--- config.mk ---
export PLATFORM = sky130hd
export DESIGN_NAME = clockPanelTop
export DESIGN_NICKNAME = d
export VERILOG_FILES = /design/src/common/panelPkg.sv /design/src/common/ps2FrameIf.sv /design/src/keyboard/ps2Receiver.sv /design/src/keyboard/scanTranslator.sv /design/src/display/vgaTiming.sv /design/src/display/displayRegs.sv /design/src/logic/alarmTone.sv /design/src/logic/clockPanelTop.sv
export SDC_FILE = /design/constraint.sdc
export NUM_CORES = 1
export LEC_CHECK = 0
export ABC_AREA = 1
export BUFFER_PORTS_ARGS = -buffer_cell sky130_fd_sc_hd__buf_2
export CAP_MARGIN = 10
export CORE_UTILIZATION = 50
export CTS_CLUSTER_SIZE = 16
export DETAILED_ROUTE_END_ITERATION = 8
export PLACE_DENSITY = 0.69
export SKIP_CTS_REPAIR_TIMING = 1
export SYNTH_ARGS = -nofsm -noshare
export SYNTH_HDL_FRONTEND = slang
export SYNTH_SLANG_ARGS = --single-unit
--- constraint.sdc ---
create_clock -name CLK -period 4.81 [get_ports CLK]
set_clock_uncertainty 0.15 [all_clocks]
set_input_delay 0.481 -clock CLK [delete_from_list [all_inputs] [get_ports CLK]]
set_output_delay 0.481 -clock CLK [all_outputs]
set_load 0.02 [all_outputs]
--- src/common/panelPkg.sv ---
// Constants assume a 100 MHz CLK and a 640x480 screen, and the tone period is kept short for simulation
`default_nettype none

package panelPkg;

	////////////////////////////////////////
	// Video timing
	localparam int pixelDiv = 4;          // CLK cycles per pixel, 25 MHz pixels
	localparam int hVisible = 640;        // Active pixels per line
	localparam int hFront   = 16;
	localparam int hSync    = 96;         // Sync pulse width in pixels
	localparam int hBack    = 48;
	localparam int hTotal   = hVisible + hFront + hSync + hBack; // 800 pixels
	localparam int vVisible = 480;        // Active lines per frame
	localparam int vFront   = 10;
	localparam int vSync    = 2;          // Sync pulse width in lines
	localparam int vBack    = 33;
	localparam int vTotal   = vVisible + vFront + vSync + vBack; // 525 lines

	// Key-code band at top of screen
	localparam int keyBandLines = 16;     // Band height in lines
	localparam int keyBandWidth = 80;     // One bit column, eight columns fill the line

	////////////////////////////////////////
	// Processor port map
	localparam logic [7:0] keyPortId   = 8'h10; // Read latest key code
	localparam logic [7:0] colorLowId  = 8'h20; // Background colour bits 7..0
	localparam logic [7:0] colorHighId = 8'h21; // Background colour bits 11..8

	// Keyboard
	localparam logic [7:0] breakCode    = 8'hF0; // Key release prefix
	localparam int         ps2IdleLimit = 4096;  // Idle cycles before a partial frame is dropped

	// Alarm tone
	localparam int toneHalfPeriod = 500;  // CLK cycles per speaker half period

endpackage

`default_nettype wire

--- src/common/ps2FrameIf.sv ---
// Fields are valid in the frameDone cycle and held until the next frame ends
`default_nettype none

interface ps2FrameIf;

	logic [7:0] frameData;   // Data byte of the frame, bit 0 first on the wire
	logic       frameDone;   // One-cycle pulse per complete frame
	logic       parityOk;    // Odd parity held
	logic       framingOk;   // Start bit low and stop bit high

	// Receiver side
	modport rx (
		output frameData,
		output frameDone,
		output parityOk,
		output framingOk
	);

	// Translator side
	modport tr (
		input frameData,
		input frameDone,
		input parityOk,
		input framingOk
	);

endinterface

`default_nettype wire

--- src/keyboard/ps2Receiver.sv ---
// Receive only with idle-high lines, and CLK must run far faster than the keyboard clock
`default_nettype none

module ps2Receiver
	import panelPkg::*;
(
	input  wire   CLK,     // System clock
	input  wire   rst,     // Synchronous reset, active high
	input  wire   ps2c,    // Keyboard clock, asynchronous
	input  wire   ps2d,    // Keyboard data, asynchronous
	ps2FrameIf.rx frame    // Completed frame towards translator
);

	logic [1:0]  clkSync;    // Two-flop synchroniser for ps2c
	logic [1:0]  datSync;    // Two-flop synchroniser for ps2d
	logic        clkPrev;    // Synced clock one cycle back
	logic        fallEdge;   // Keyboard clock went low
	logic        lastBit;    // Stop bit being sampled now
	logic [9:0]  shiftReg;   // First ten bits of the frame
	logic [10:0] fullFrame;  // Whole frame incl. bit on the line
	logic [3:0]  bitCnt;     // Bits sampled so far, 0..10
	logic [$clog2(ps2IdleLimit)-1:0] idleCnt; // Cycles since last edge

	////////////////////////////////////////
	// Synchronise and detect edges
	always_ff @(posedge CLK) begin
		if (rst) begin
			clkSync <= 2'b11;    // Lines idle high
			datSync <= 2'b11;
			clkPrev <= 1'b1;
		end else begin
			clkSync <= {clkSync[0], ps2c};
			datSync <= {datSync[0], ps2d};
			clkPrev <= clkSync[1];
		end
	end

	assign fallEdge  = clkPrev & ~clkSync[1];           // Third cycle after the pin edge
	assign lastBit   = fallEdge && (bitCnt == 4'd10);
	assign fullFrame = {datSync[1], shiftReg};          // Start bit ends up at bit 0

	////////////////////////////////////////
	// Bit counter with watchdog
	always_ff @(posedge CLK) begin
		if (rst) begin
			bitCnt  <= '0;
			idleCnt <= '0;
		end else if (fallEdge) begin
			idleCnt <= '0;
			bitCnt  <= lastBit ? 4'd0 : bitCnt + 4'd1;
		end else if (bitCnt == 4'd0) begin
			idleCnt <= '0;                                // Nothing pending
		end else if (int'(idleCnt) == ps2IdleLimit - 1) begin
			bitCnt  <= '0;                                // Stale partial frame dropped
			idleCnt <= '0;
		end else begin
			idleCnt <= idleCnt + 1'b1;
		end
	end

	// LSB first so shift right
	always_ff @(posedge CLK) begin
		if (fallEdge)
			shiftReg <= fullFrame[10:1];
	end

	////////////////////////////////////////
	// Frame checks and output
	always_ff @(posedge CLK) begin
		if (rst)
			frame.frameDone <= 1'b0;
		else
			frame.frameDone <= lastBit;                   // One cycle after the stop bit
	end

	always_ff @(posedge CLK) begin
		if (lastBit) begin
			frame.frameData <= fullFrame[8:1];
			frame.parityOk  <= ^fullFrame[9:1];           // Data plus parity must be odd
			frame.framingOk <= ~fullFrame[0] & fullFrame[10];
		end
	end

	// Counter wraps at the stop bit and never runs past it
	bitCntRange : assert property (@(posedge CLK) disable iff (rst) bitCnt <= 4'd10)
		else $error("ps2Receiver bit counter out of range %0d", bitCnt);

endmodule

`default_nettype wire

--- src/keyboard/scanTranslator.sv ---
// Keeps only the newest make code, so a frame not yet read by the processor is overwritten
`default_nettype none

module scanTranslator
	import panelPkg::*;
(
	input  wire        CLK,       // System clock
	input  wire        rst,       // Synchronous reset, active high
	ps2FrameIf.tr      frame,     // Frames from receiver
	input  wire        readReq,   // Processor read request
	input  wire  [7:0] portId,    // Processor port address
	output logic [7:0] keyCode,   // Latest make code, to display
	output logic [7:0] keyOut     // Key code as read by processor
);

	logic goodFrame;     // Complete frame that passed both checks
	logic isBreak;       // Frame carries the release prefix
	logic breakPending;  // Next good frame is a released key
	logic keyRead;       // Processor reads the key port

	////////////////////////////////////////
	// Frame filter
	assign goodFrame = frame.frameDone & frame.parityOk & frame.framingOk;
	assign isBreak   = (frame.frameData == breakCode);

	always_ff @(posedge CLK) begin
		if (rst) begin
			keyCode      <= '0;
			breakPending <= 1'b0;
		end else if (goodFrame) begin
			if (breakPending)
				breakPending <= 1'b0;          // Released key code swallowed
			else if (isBreak)
				breakPending <= 1'b1;
			else
				keyCode <= frame.frameData;    // New make code
		end
	end

	////////////////////////////////////////
	// Processor read port
	assign keyRead = readReq && (portId == keyPortId);

	always_ff @(posedge CLK) begin
		if (rst)
			keyOut <= '0;
		else if (keyRead)
			keyOut <= keyCode;                 // Value before this edge
	end

	// Code after a break prefix must not reach the display
	breakHoldsKey : assert property (
		@(posedge CLK) disable iff (rst) breakPending |=> $stable(keyCode)
	) else $error("scanTranslator keyCode changed while a break was pending");

endmodule

`default_nettype wire

--- src/display/vgaTiming.sv ---
// Fixed 640x480 timing at pixelDiv CLK cycles per pixel, syncs active low and registered
`default_nettype none

module vgaTiming
	import panelPkg::*;
(
	input  wire        CLK,        // System clock
	input  wire        rst,        // Synchronous reset, active high
	output logic       pixelTick,  // High once every pixelDiv cycles
	output logic [9:0] pixelX,     // Horizontal position
	output logic [9:0] pixelY,     // Vertical position
	output logic       visible,    // Inside active area
	output logic       hs,         // Horizontal sync, active low
	output logic       vs          // Vertical sync, active low
);

	logic [$clog2(pixelDiv)-1:0] divCnt;  // Pixel clock divider
	logic [9:0] hCnt;                      // Pixel within line
	logic [9:0] vCnt;                      // Line within frame
	logic       lineEnd;                   // Last pixel of line
	logic       hSyncOn;                   // Inside horizontal pulse
	logic       vSyncOn;                   // Inside vertical pulse

	////////////////////////////////////////
	// Pixel divider
	assign pixelTick = (int'(divCnt) == pixelDiv - 1);

	always_ff @(posedge CLK) begin
		if (rst)
			divCnt <= '0;
		else if (pixelTick)
			divCnt <= '0;
		else
			divCnt <= divCnt + 1'b1;
	end

	////////////////////////////////////////
	// Line and frame counters
	assign lineEnd = (int'(hCnt) == hTotal - 1);

	always_ff @(posedge CLK) begin
		if (rst) begin
			hCnt <= '0;
			vCnt <= '0;
		end else if (pixelTick) begin
			if (lineEnd) begin
				hCnt <= '0;
				vCnt <= (int'(vCnt) == vTotal - 1) ? 10'd0 : vCnt + 10'd1;
			end else begin
				hCnt <= hCnt + 10'd1;
			end
		end
	end

	// Position decode
	assign hSyncOn = (int'(hCnt) >= hVisible + hFront) && (int'(hCnt) < hVisible + hFront + hSync);
	assign vSyncOn = (int'(vCnt) >= vVisible + vFront) && (int'(vCnt) < vVisible + vFront + vSync);
	assign visible = (int'(hCnt) < hVisible) && (int'(vCnt) < vVisible);
	assign pixelX  = hCnt;
	assign pixelY  = vCnt;

	// One cycle behind counters, same as rgb
	always_ff @(posedge CLK) begin
		if (rst) begin
			hs <= 1'b1;
			vs <= 1'b1;
		end else begin
			hs <= ~hSyncOn;
			vs <= ~vSyncOn;
		end
	end

	hCntRange : assert property (@(posedge CLK) disable iff (rst) int'(hCnt) < hTotal)
		else $error("vgaTiming horizontal count %0d past line end", hCnt);

endmodule

`default_nettype wire

--- src/display/displayRegs.sv ---
// Expects counters that move on pixelTick, and rgb follows them one CLK later like the syncs
`default_nettype none

module displayRegs
	import panelPkg::*;
(
	input  wire         CLK,          // System clock
	input  wire         rst,          // Synchronous reset, active high
	input  wire         pixelTick,    // Counters advance on this
	input  wire         writeStrobe,  // Processor write strobe
	input  wire   [7:0] portId,       // Processor port address
	input  wire   [7:0] outPort,      // Processor write data
	input  wire   [7:0] keyCode,      // Latest make code
	input  wire   [9:0] pixelX,       // Horizontal position
	input  wire   [9:0] pixelY,       // Vertical position
	input  wire         visible,      // Inside active area
	output logic [11:0] rgb           // Pixel colour, 4 bits per channel
);

	logic [11:0] bgColor;    // Background colour register
	logic        pixelLoad;  // Counters just moved
	logic [2:0]  bandCol;    // Bit column under the beam
	logic        inBand;     // Inside key-code band
	logic        keyBit;     // Key bit for this column
	logic [11:0] pixelColor; // Colour before the output register

	////////////////////////////////////////
	// Colour register writes
	always_ff @(posedge CLK) begin
		if (rst) begin
			bgColor <= '0;
		end else if (writeStrobe) begin
			if (portId == colorLowId)
				bgColor[7:0] <= outPort;
			if (portId == colorHighId)
				bgColor[11:8] <= outPort[3:0];    // Upper nibble ignored
		end
	end

	////////////////////////////////////////
	// Pixel colour
	assign bandCol = 3'(pixelX / 10'(keyBandWidth));   // 0..7 across the line
	assign inBand  = (int'(pixelY) < keyBandLines);
	assign keyBit  = keyCode[3'd7 - bandCol];          // MSB on the left

	always_comb begin
		if (!visible)
			pixelColor = 12'h000;                         // Blank in porches and sync
		else if (inBand)
			pixelColor = keyBit ? 12'hFFF : 12'h000;
		else
			pixelColor = bgColor;
	end

	// Load once per pixel, first cycle after counters move
	always_ff @(posedge CLK) begin
		if (rst)
			pixelLoad <= 1'b1;                            // Pixel 0,0 loads right after reset
		else
			pixelLoad <= pixelTick;
	end

	always_ff @(posedge CLK) begin
		if (rst)
			rgb <= '0;
		else if (pixelLoad)
			rgb <= pixelColor;
	end

	strobeKnown : assert property (@(posedge CLK) disable iff (rst) !$isunknown(writeStrobe))
		else $error("displayRegs writeStrobe unknown");

endmodule

`default_nettype wire

--- src/logic/alarmTone.sv ---
// Single square tone only, and every alarm restarts the tone from the same phase
`default_nettype none

module alarmTone
	import panelPkg::*;
(
	input  wire  CLK,      // System clock
	input  wire  rst,      // Synchronous reset, active high
	input  wire  alarm,    // Tone enable
	output logic speaker   // Square wave out
);

	logic [$clog2(toneHalfPeriod)-1:0] halfCnt;  // Cycles into current half period
	logic halfEnd;                                // Half period complete

	assign halfEnd = (int'(halfCnt) == toneHalfPeriod - 1);

	////////////////////////////////////////
	// Half-period counter and output
	always_ff @(posedge CLK) begin
		if (rst) begin
			halfCnt <= '0;
			speaker <= 1'b0;
		end else if (!alarm) begin
			halfCnt <= '0;         // Silent and phase cleared
			speaker <= 1'b0;
		end else if (halfEnd) begin
			halfCnt <= '0;
			speaker <= ~speaker;   // Toggle each half period
		end else begin
			halfCnt <= halfCnt + 1'b1;
		end
	end

endmodule

`default_nettype wire

--- src/logic/clockPanelTop.sv ---
// One shared clock, the processor side drives the ports, and no data goes back to the keyboard
`default_nettype none

module clockPanelTop (
	input  wire         CLK,          // System clock, 100 MHz
	input  wire         rst,          // Synchronous reset, active high
	input  wire   [7:0] portId,       // Processor port address
	input  wire         writeStrobe,  // Processor write strobe
	input  wire   [7:0] outPort,      // Processor write data
	input  wire         alarm,        // Alarm active
	input  wire         ps2c,         // Keyboard clock
	input  wire         ps2d,         // Keyboard data
	input  wire         readReq,      // Processor read request
	output logic [11:0] rgb,          // VGA colour
	output logic        hs,           // VGA horizontal sync
	output logic        vs,           // VGA vertical sync
	output logic  [7:0] keyOut,       // Key code to processor
	output logic        speaker       // Speaker pin
);

	logic [7:0] keyCode;    // Translator to display
	logic [9:0] pixelX;
	logic [9:0] pixelY;
	logic       visible;
	logic       pixelTick;

	ps2FrameIf frameBus ();  // Receiver to translator

	////////////////////////////////////////
	// Keyboard path
	ps2Receiver i_ps2Receiver (
		.CLK   (CLK),
		.rst   (rst),
		.ps2c  (ps2c),
		.ps2d  (ps2d),
		.frame (frameBus.rx)
	);

	scanTranslator i_scanTranslator (
		.CLK     (CLK),
		.rst     (rst),
		.frame   (frameBus.tr),
		.readReq (readReq),
		.portId  (portId),
		.keyCode (keyCode),
		.keyOut  (keyOut)
	);

	////////////////////////////////////////
	// Display path
	vgaTiming i_vgaTiming (
		.CLK       (CLK),
		.rst       (rst),
		.pixelTick (pixelTick),
		.pixelX    (pixelX),
		.pixelY    (pixelY),
		.visible   (visible),
		.hs        (hs),
		.vs        (vs)
	);

	displayRegs i_displayRegs (
		.CLK         (CLK),
		.rst         (rst),
		.pixelTick   (pixelTick),
		.writeStrobe (writeStrobe),
		.portId      (portId),
		.outPort     (outPort),
		.keyCode     (keyCode),
		.pixelX      (pixelX),
		.pixelY      (pixelY),
		.visible     (visible),
		.rgb         (rgb)
	);

	// Alarm tone, enabled rather than clock gated
	alarmTone i_alarmTone (
		.CLK     (CLK),
		.rst     (rst),
		.alarm   (alarm),
		.speaker (speaker)
	);

endmodule

`default_nettype wire

==> impl_metrics.yaml <==
status:
  outcome: "finished, final reports clean"
layout:
  final_cell_area_um2: 5900
  antenna_cells: 0
  finalNetCount: 701
  utilization: 0.626
  area_delta_synth_final_pct: 18.9
  num-fill-cells: 804
  drive_gt1_frac: 0.143
sta:
  fin_crit_sh: 0.544
  hold_viol_final: 0
  slew_violations: 0
  post-route-min-period_ns: 2.62
  setup_viol: 0
  tightest_slew_ns: 0.881
  rsz0062_at_grt: "no"
  setup_tns_ns: 0
  finalWorstSetupSlack_ns: 2.19
  fmax_ghz: 0.382
  slew-limit-headroom: 0.408
placed_design:
  pre_cts_slack_ns: 2.00
  io_buffers: 45
  dp_hpwl_um: 6710
  gp_congestion: 0.796
  place_area_um2: 5310
synthesis:
  syn_avg_cell_area_um2: 8.10
  yosysWarnings: 0
  yosysTopAreaCell: "dfxtp_1"
  yosys-top-cells-area: "dfxtp_1, edfxtp_1, inv_1, nor2_1, o21ai_0"
  synth_top_area_frac: 0.396
  ys_seq_area_frac: 0.517
  ys_ff_latch: 118
  yosysUniqueCellTypes: 32
  synthCells: 612
  syn_area_um2: 4960
  synth_nets: 646
min_path:
  hold_class: "in2reg"
  worstHoldStart: "outPort[4]"
  whs_endpoint: "i_displayRegs.bgColor[4]$_SDFFE_PP0P_"
  holdPathStages: 3
flow_run:
  drv_cap: 0
worst_setup_path:
  rr_endpoint: "i_vgaTiming.pixelY[9]$_SDFFE_PP0P_"
  r2r_cells: 10
  crit_path_start: "i_vgaTiming.pixelX[1]$_SDFFE_PP0P_"
  path_buf_inv: 3
  rr_startpoint: "i_vgaTiming.pixelX[1]$_SDFFE_PP0P_"
  path_delay_family: "compound AO/OA/AOI/OAI gates"
  crit_path_frequent_cell: "inv_1"
  slowest_delay_ns: 0.56
  worstPathMaxFanout: 6
  rrSetupSlack_ns: 2.19
  crit_arrival_ns: 2.86
  cp_cell_sequence: "ha_1 -> nand3_1 -> nor4_1 -> inv_1 -> nor2_1 -> inv_1 -> o21ai_0 -> inv_1 -> o21ai_0 -> a21oi_1"
  cp-start-kind: "flop"
  critPathKind: "reg2reg"
  critPathRequiredTime_ns: 5.06
  slowest_stage: "o21ai_0"
  crit_path_end_kind: "flop"
power_and_ir_drop:
  ir_drop_uv: 228
  clkPwrFrac: 0.526
  switching_share: 0.223
  power_density_nw_per_um2: 387
  power_frac_comb: 0.028
  intPower_mw: 1.77
  switching_power_mw: 0.508
  p_leak_nw: 2.43
  seqPwrFrac: 0.447
global_routing:
  antenna_found_initial: 0
  overflow: 0
  grt_pass1_wl_um: 16300
  grtUsageTotal: 0.203
  grt_max_degree: 32
  grt_pass1_vias: 3849
die:
  fp.dieH_um: 102
  core-area_um2: 9420
  die-area_um2: 10300
  start_util: 0.527
  io_pins: 46
  row_count: 35
  die_w_um: 102
route:
  route.detailed.drc: 0
  wl_per_cell_um: 12.0
  via_per_inst: 5.02
  route.vias.total: 4062
  ant_nets: 0
  first_iter_violations: 164
  routed_wl_um: 9740
  drtPass1Iterations: 5
clock_network:
  cts_htree_levels: 4
  clkTransAtPathRegs_ns: 0.06
  clockBufferDepth: 2
  clk_latency_ns: 0.51
  cts-root-buf: "clkbuf_8"
  cts-buffers-inserted: 17
  clock-sinks: 118
  cts_tree: "yes"
-- layout by cell type, fill, tap and decap left out, types with 3 or more instances in the layout --
cell / netlist / layout
nor3b_1: 7 / 7
clkbuf_16: 0 / 16
clkinv_2: 0 / 3
dfxtp_1: 98 / 98
nor3_1: 29 / 29
clkinvlp_4: 0 / 5
nand3_1: 28 / 28
or2_2: 5 / 5
nor4_1: 6 / 6
o21ai_0: 58 / 58
buf_2: 0 / 45
nand4_1: 9 / 9
clkinv_4: 0 / 3
nand2_1: 77 / 77
xnor2_1: 5 / 5
nor2_1: 81 / 81
inv_1: 86 / 86
ha_1: 11 / 11
xor2_1: 13 / 13
edfxtp_1: 20 / 20
a21oi_1: 40 / 40
nand2_2: 10 / 10
-- registers in the layout (all words and copies together), names as in the netlist, 2 cells and up --
| signal | flops |
|---|---|
| i_scanTranslator.keyOut | 8 |
| i_ps2Receiver.frame.frameData | 8 |
| i_scanTranslator.keyCode | 8 |
| i_displayRegs.rgb | 12 |
| i_ps2Receiver.shiftReg | 10 |
| i_ps2Receiver.clkSync | 2 |
| i_ps2Receiver.datSync | 2 |
| i_vgaTiming.pixelX | 10 |
| i_displayRegs.bgColor | 12 |
| i_ps2Receiver.bitCnt | 4 |
| i_vgaTiming.divCnt | 2 |
| i_ps2Receiver.idleCnt | 12 |
| i_alarmTone.halfCnt | 9 |
| i_vgaTiming.pixelY | 10 |
-- routing by layer --
metal	vias to the layer above	share of wire	global-route usage
met2	102	0.48	0.354
met1	1828	0.46	0.232
li1	2120	-	-
met5	-	0	0
met4	0	0.012	0.100
met3	12	0.041	0.0497
-- power by group through the flow --
stage | sequential (mW) | clock, mW | combinational [mW]
floorplan | 1.04 | 0 | 0.0416
global placement | 1.04 | 0 | 0.0593
detailed placement | 1.04 | 0 | 0.0618
CTS | 1.02 | 1.22 | 0.0622
global route | 1.02 | 1.27 | 0.0721
finish | 1.02 | 1.20 | 0.0633
-- cells by family (layout without fill, tap and decap cells) --
logic type / after synthesis / in the layout / synth area share
xor+xnor: 18 / 18 / 0.0318
flops: 118 / 118 / 0.517
buf+inv: 101 / 169 / 0.0780
compound gates: 107 / 107 / 0.113
fa+ha+maj: 11 / 11 / 0.0277
simple gates: 257 / 257 / 0.233
-- worst reg2reg max path, delay by kind of cell, from the launching register on --
family	cells	cell delay, ns
buffers and inverters	3	0.40
flip-flops	1	0.36
AND/OR/NAND/NOR	3	0.64
adder cells (fa/ha/maj)	1	0.21
AO/OA/AOI/OAI	3	0.74
-- worst max-delay path by stage --
stage | to | slack, ns | depth (start not counted)
2_1_floorplan | i_displayRegs.rgb[2]$_SDFFE_PP0P_ | 2.73 | 20
3_5_place_dp | i_vgaTiming.pixelY[9]$_SDFFE_PP0P_ | 2.00 | 7
4_1_cts | i_vgaTiming.pixelY[9]$_SDFFE_PP0P_ | 2.22 | 10
3_3_place_gp | i_vgaTiming.pixelY[0]$_SDFFE_PP0P_ | 2.02 | 7
5_1_grt | i_vgaTiming.pixelY[0]$_SDFFE_PP0P_ | 1.84 | 10
6_report | i_vgaTiming.pixelY[9]$_SDFFE_PP0P_ | 2.19 | 10
-- per-stage QoR --
step           hold slack, ns  power (mW)  std cells
4_1_cts               -0.0134        2.30        807
3_3_place_gp            0.244        1.10        775
3_5_place_dp            0.242        1.10        775
5_1_grt                0.0616        2.36        809
6_report               0.0693        2.28        809
2_1_floorplan           0.239        1.08        612
-- area by class of cell --
| class | instances | area [µm²] | share of cell area |
|---|---|---|---|
| flip-flops and latches | 118 | 2560 | 0.435 |
| multi-input cells | 393 | 2010 | 0.341 |
| clock buffers | 17 | 414 | 0.0702 |
| inverters | 88 | 330 | 0.0560 |
| repair buffers | 49 | 260 | 0.0441 |
| well taps | 129 | 161 | 0.0274 |
| clock inverters | 15 | 156 | 0.0265 |
-- synth_stat cells --
library cell and number:
dfxtp_1 98, inv_1 86, nor2_1 81, nand2_1 77, o21ai_0 58, a21oi_1 40
nor3_1 29, nand3_1 28, edfxtp_1 20, xor2_1 13, ha_1 11, clkbuf_1 10
nand2_2 10, nand4_1 9, nor3b_1 7, nor4_1 6, or2_2 5, xnor2_1 5
a31oi_1 2, and2_1 2, buf_1 2, nand3_2 2, o211ai_1 2, a2111oi_0 1
a21o_1 1, a221oi_1 1, a32oi_1 1, and3_1 1, buf_6 1, clkinv_1 1
inv_2 1, o22ai_1 1
No activity file was read; power rests on OpenSTA's default activity.
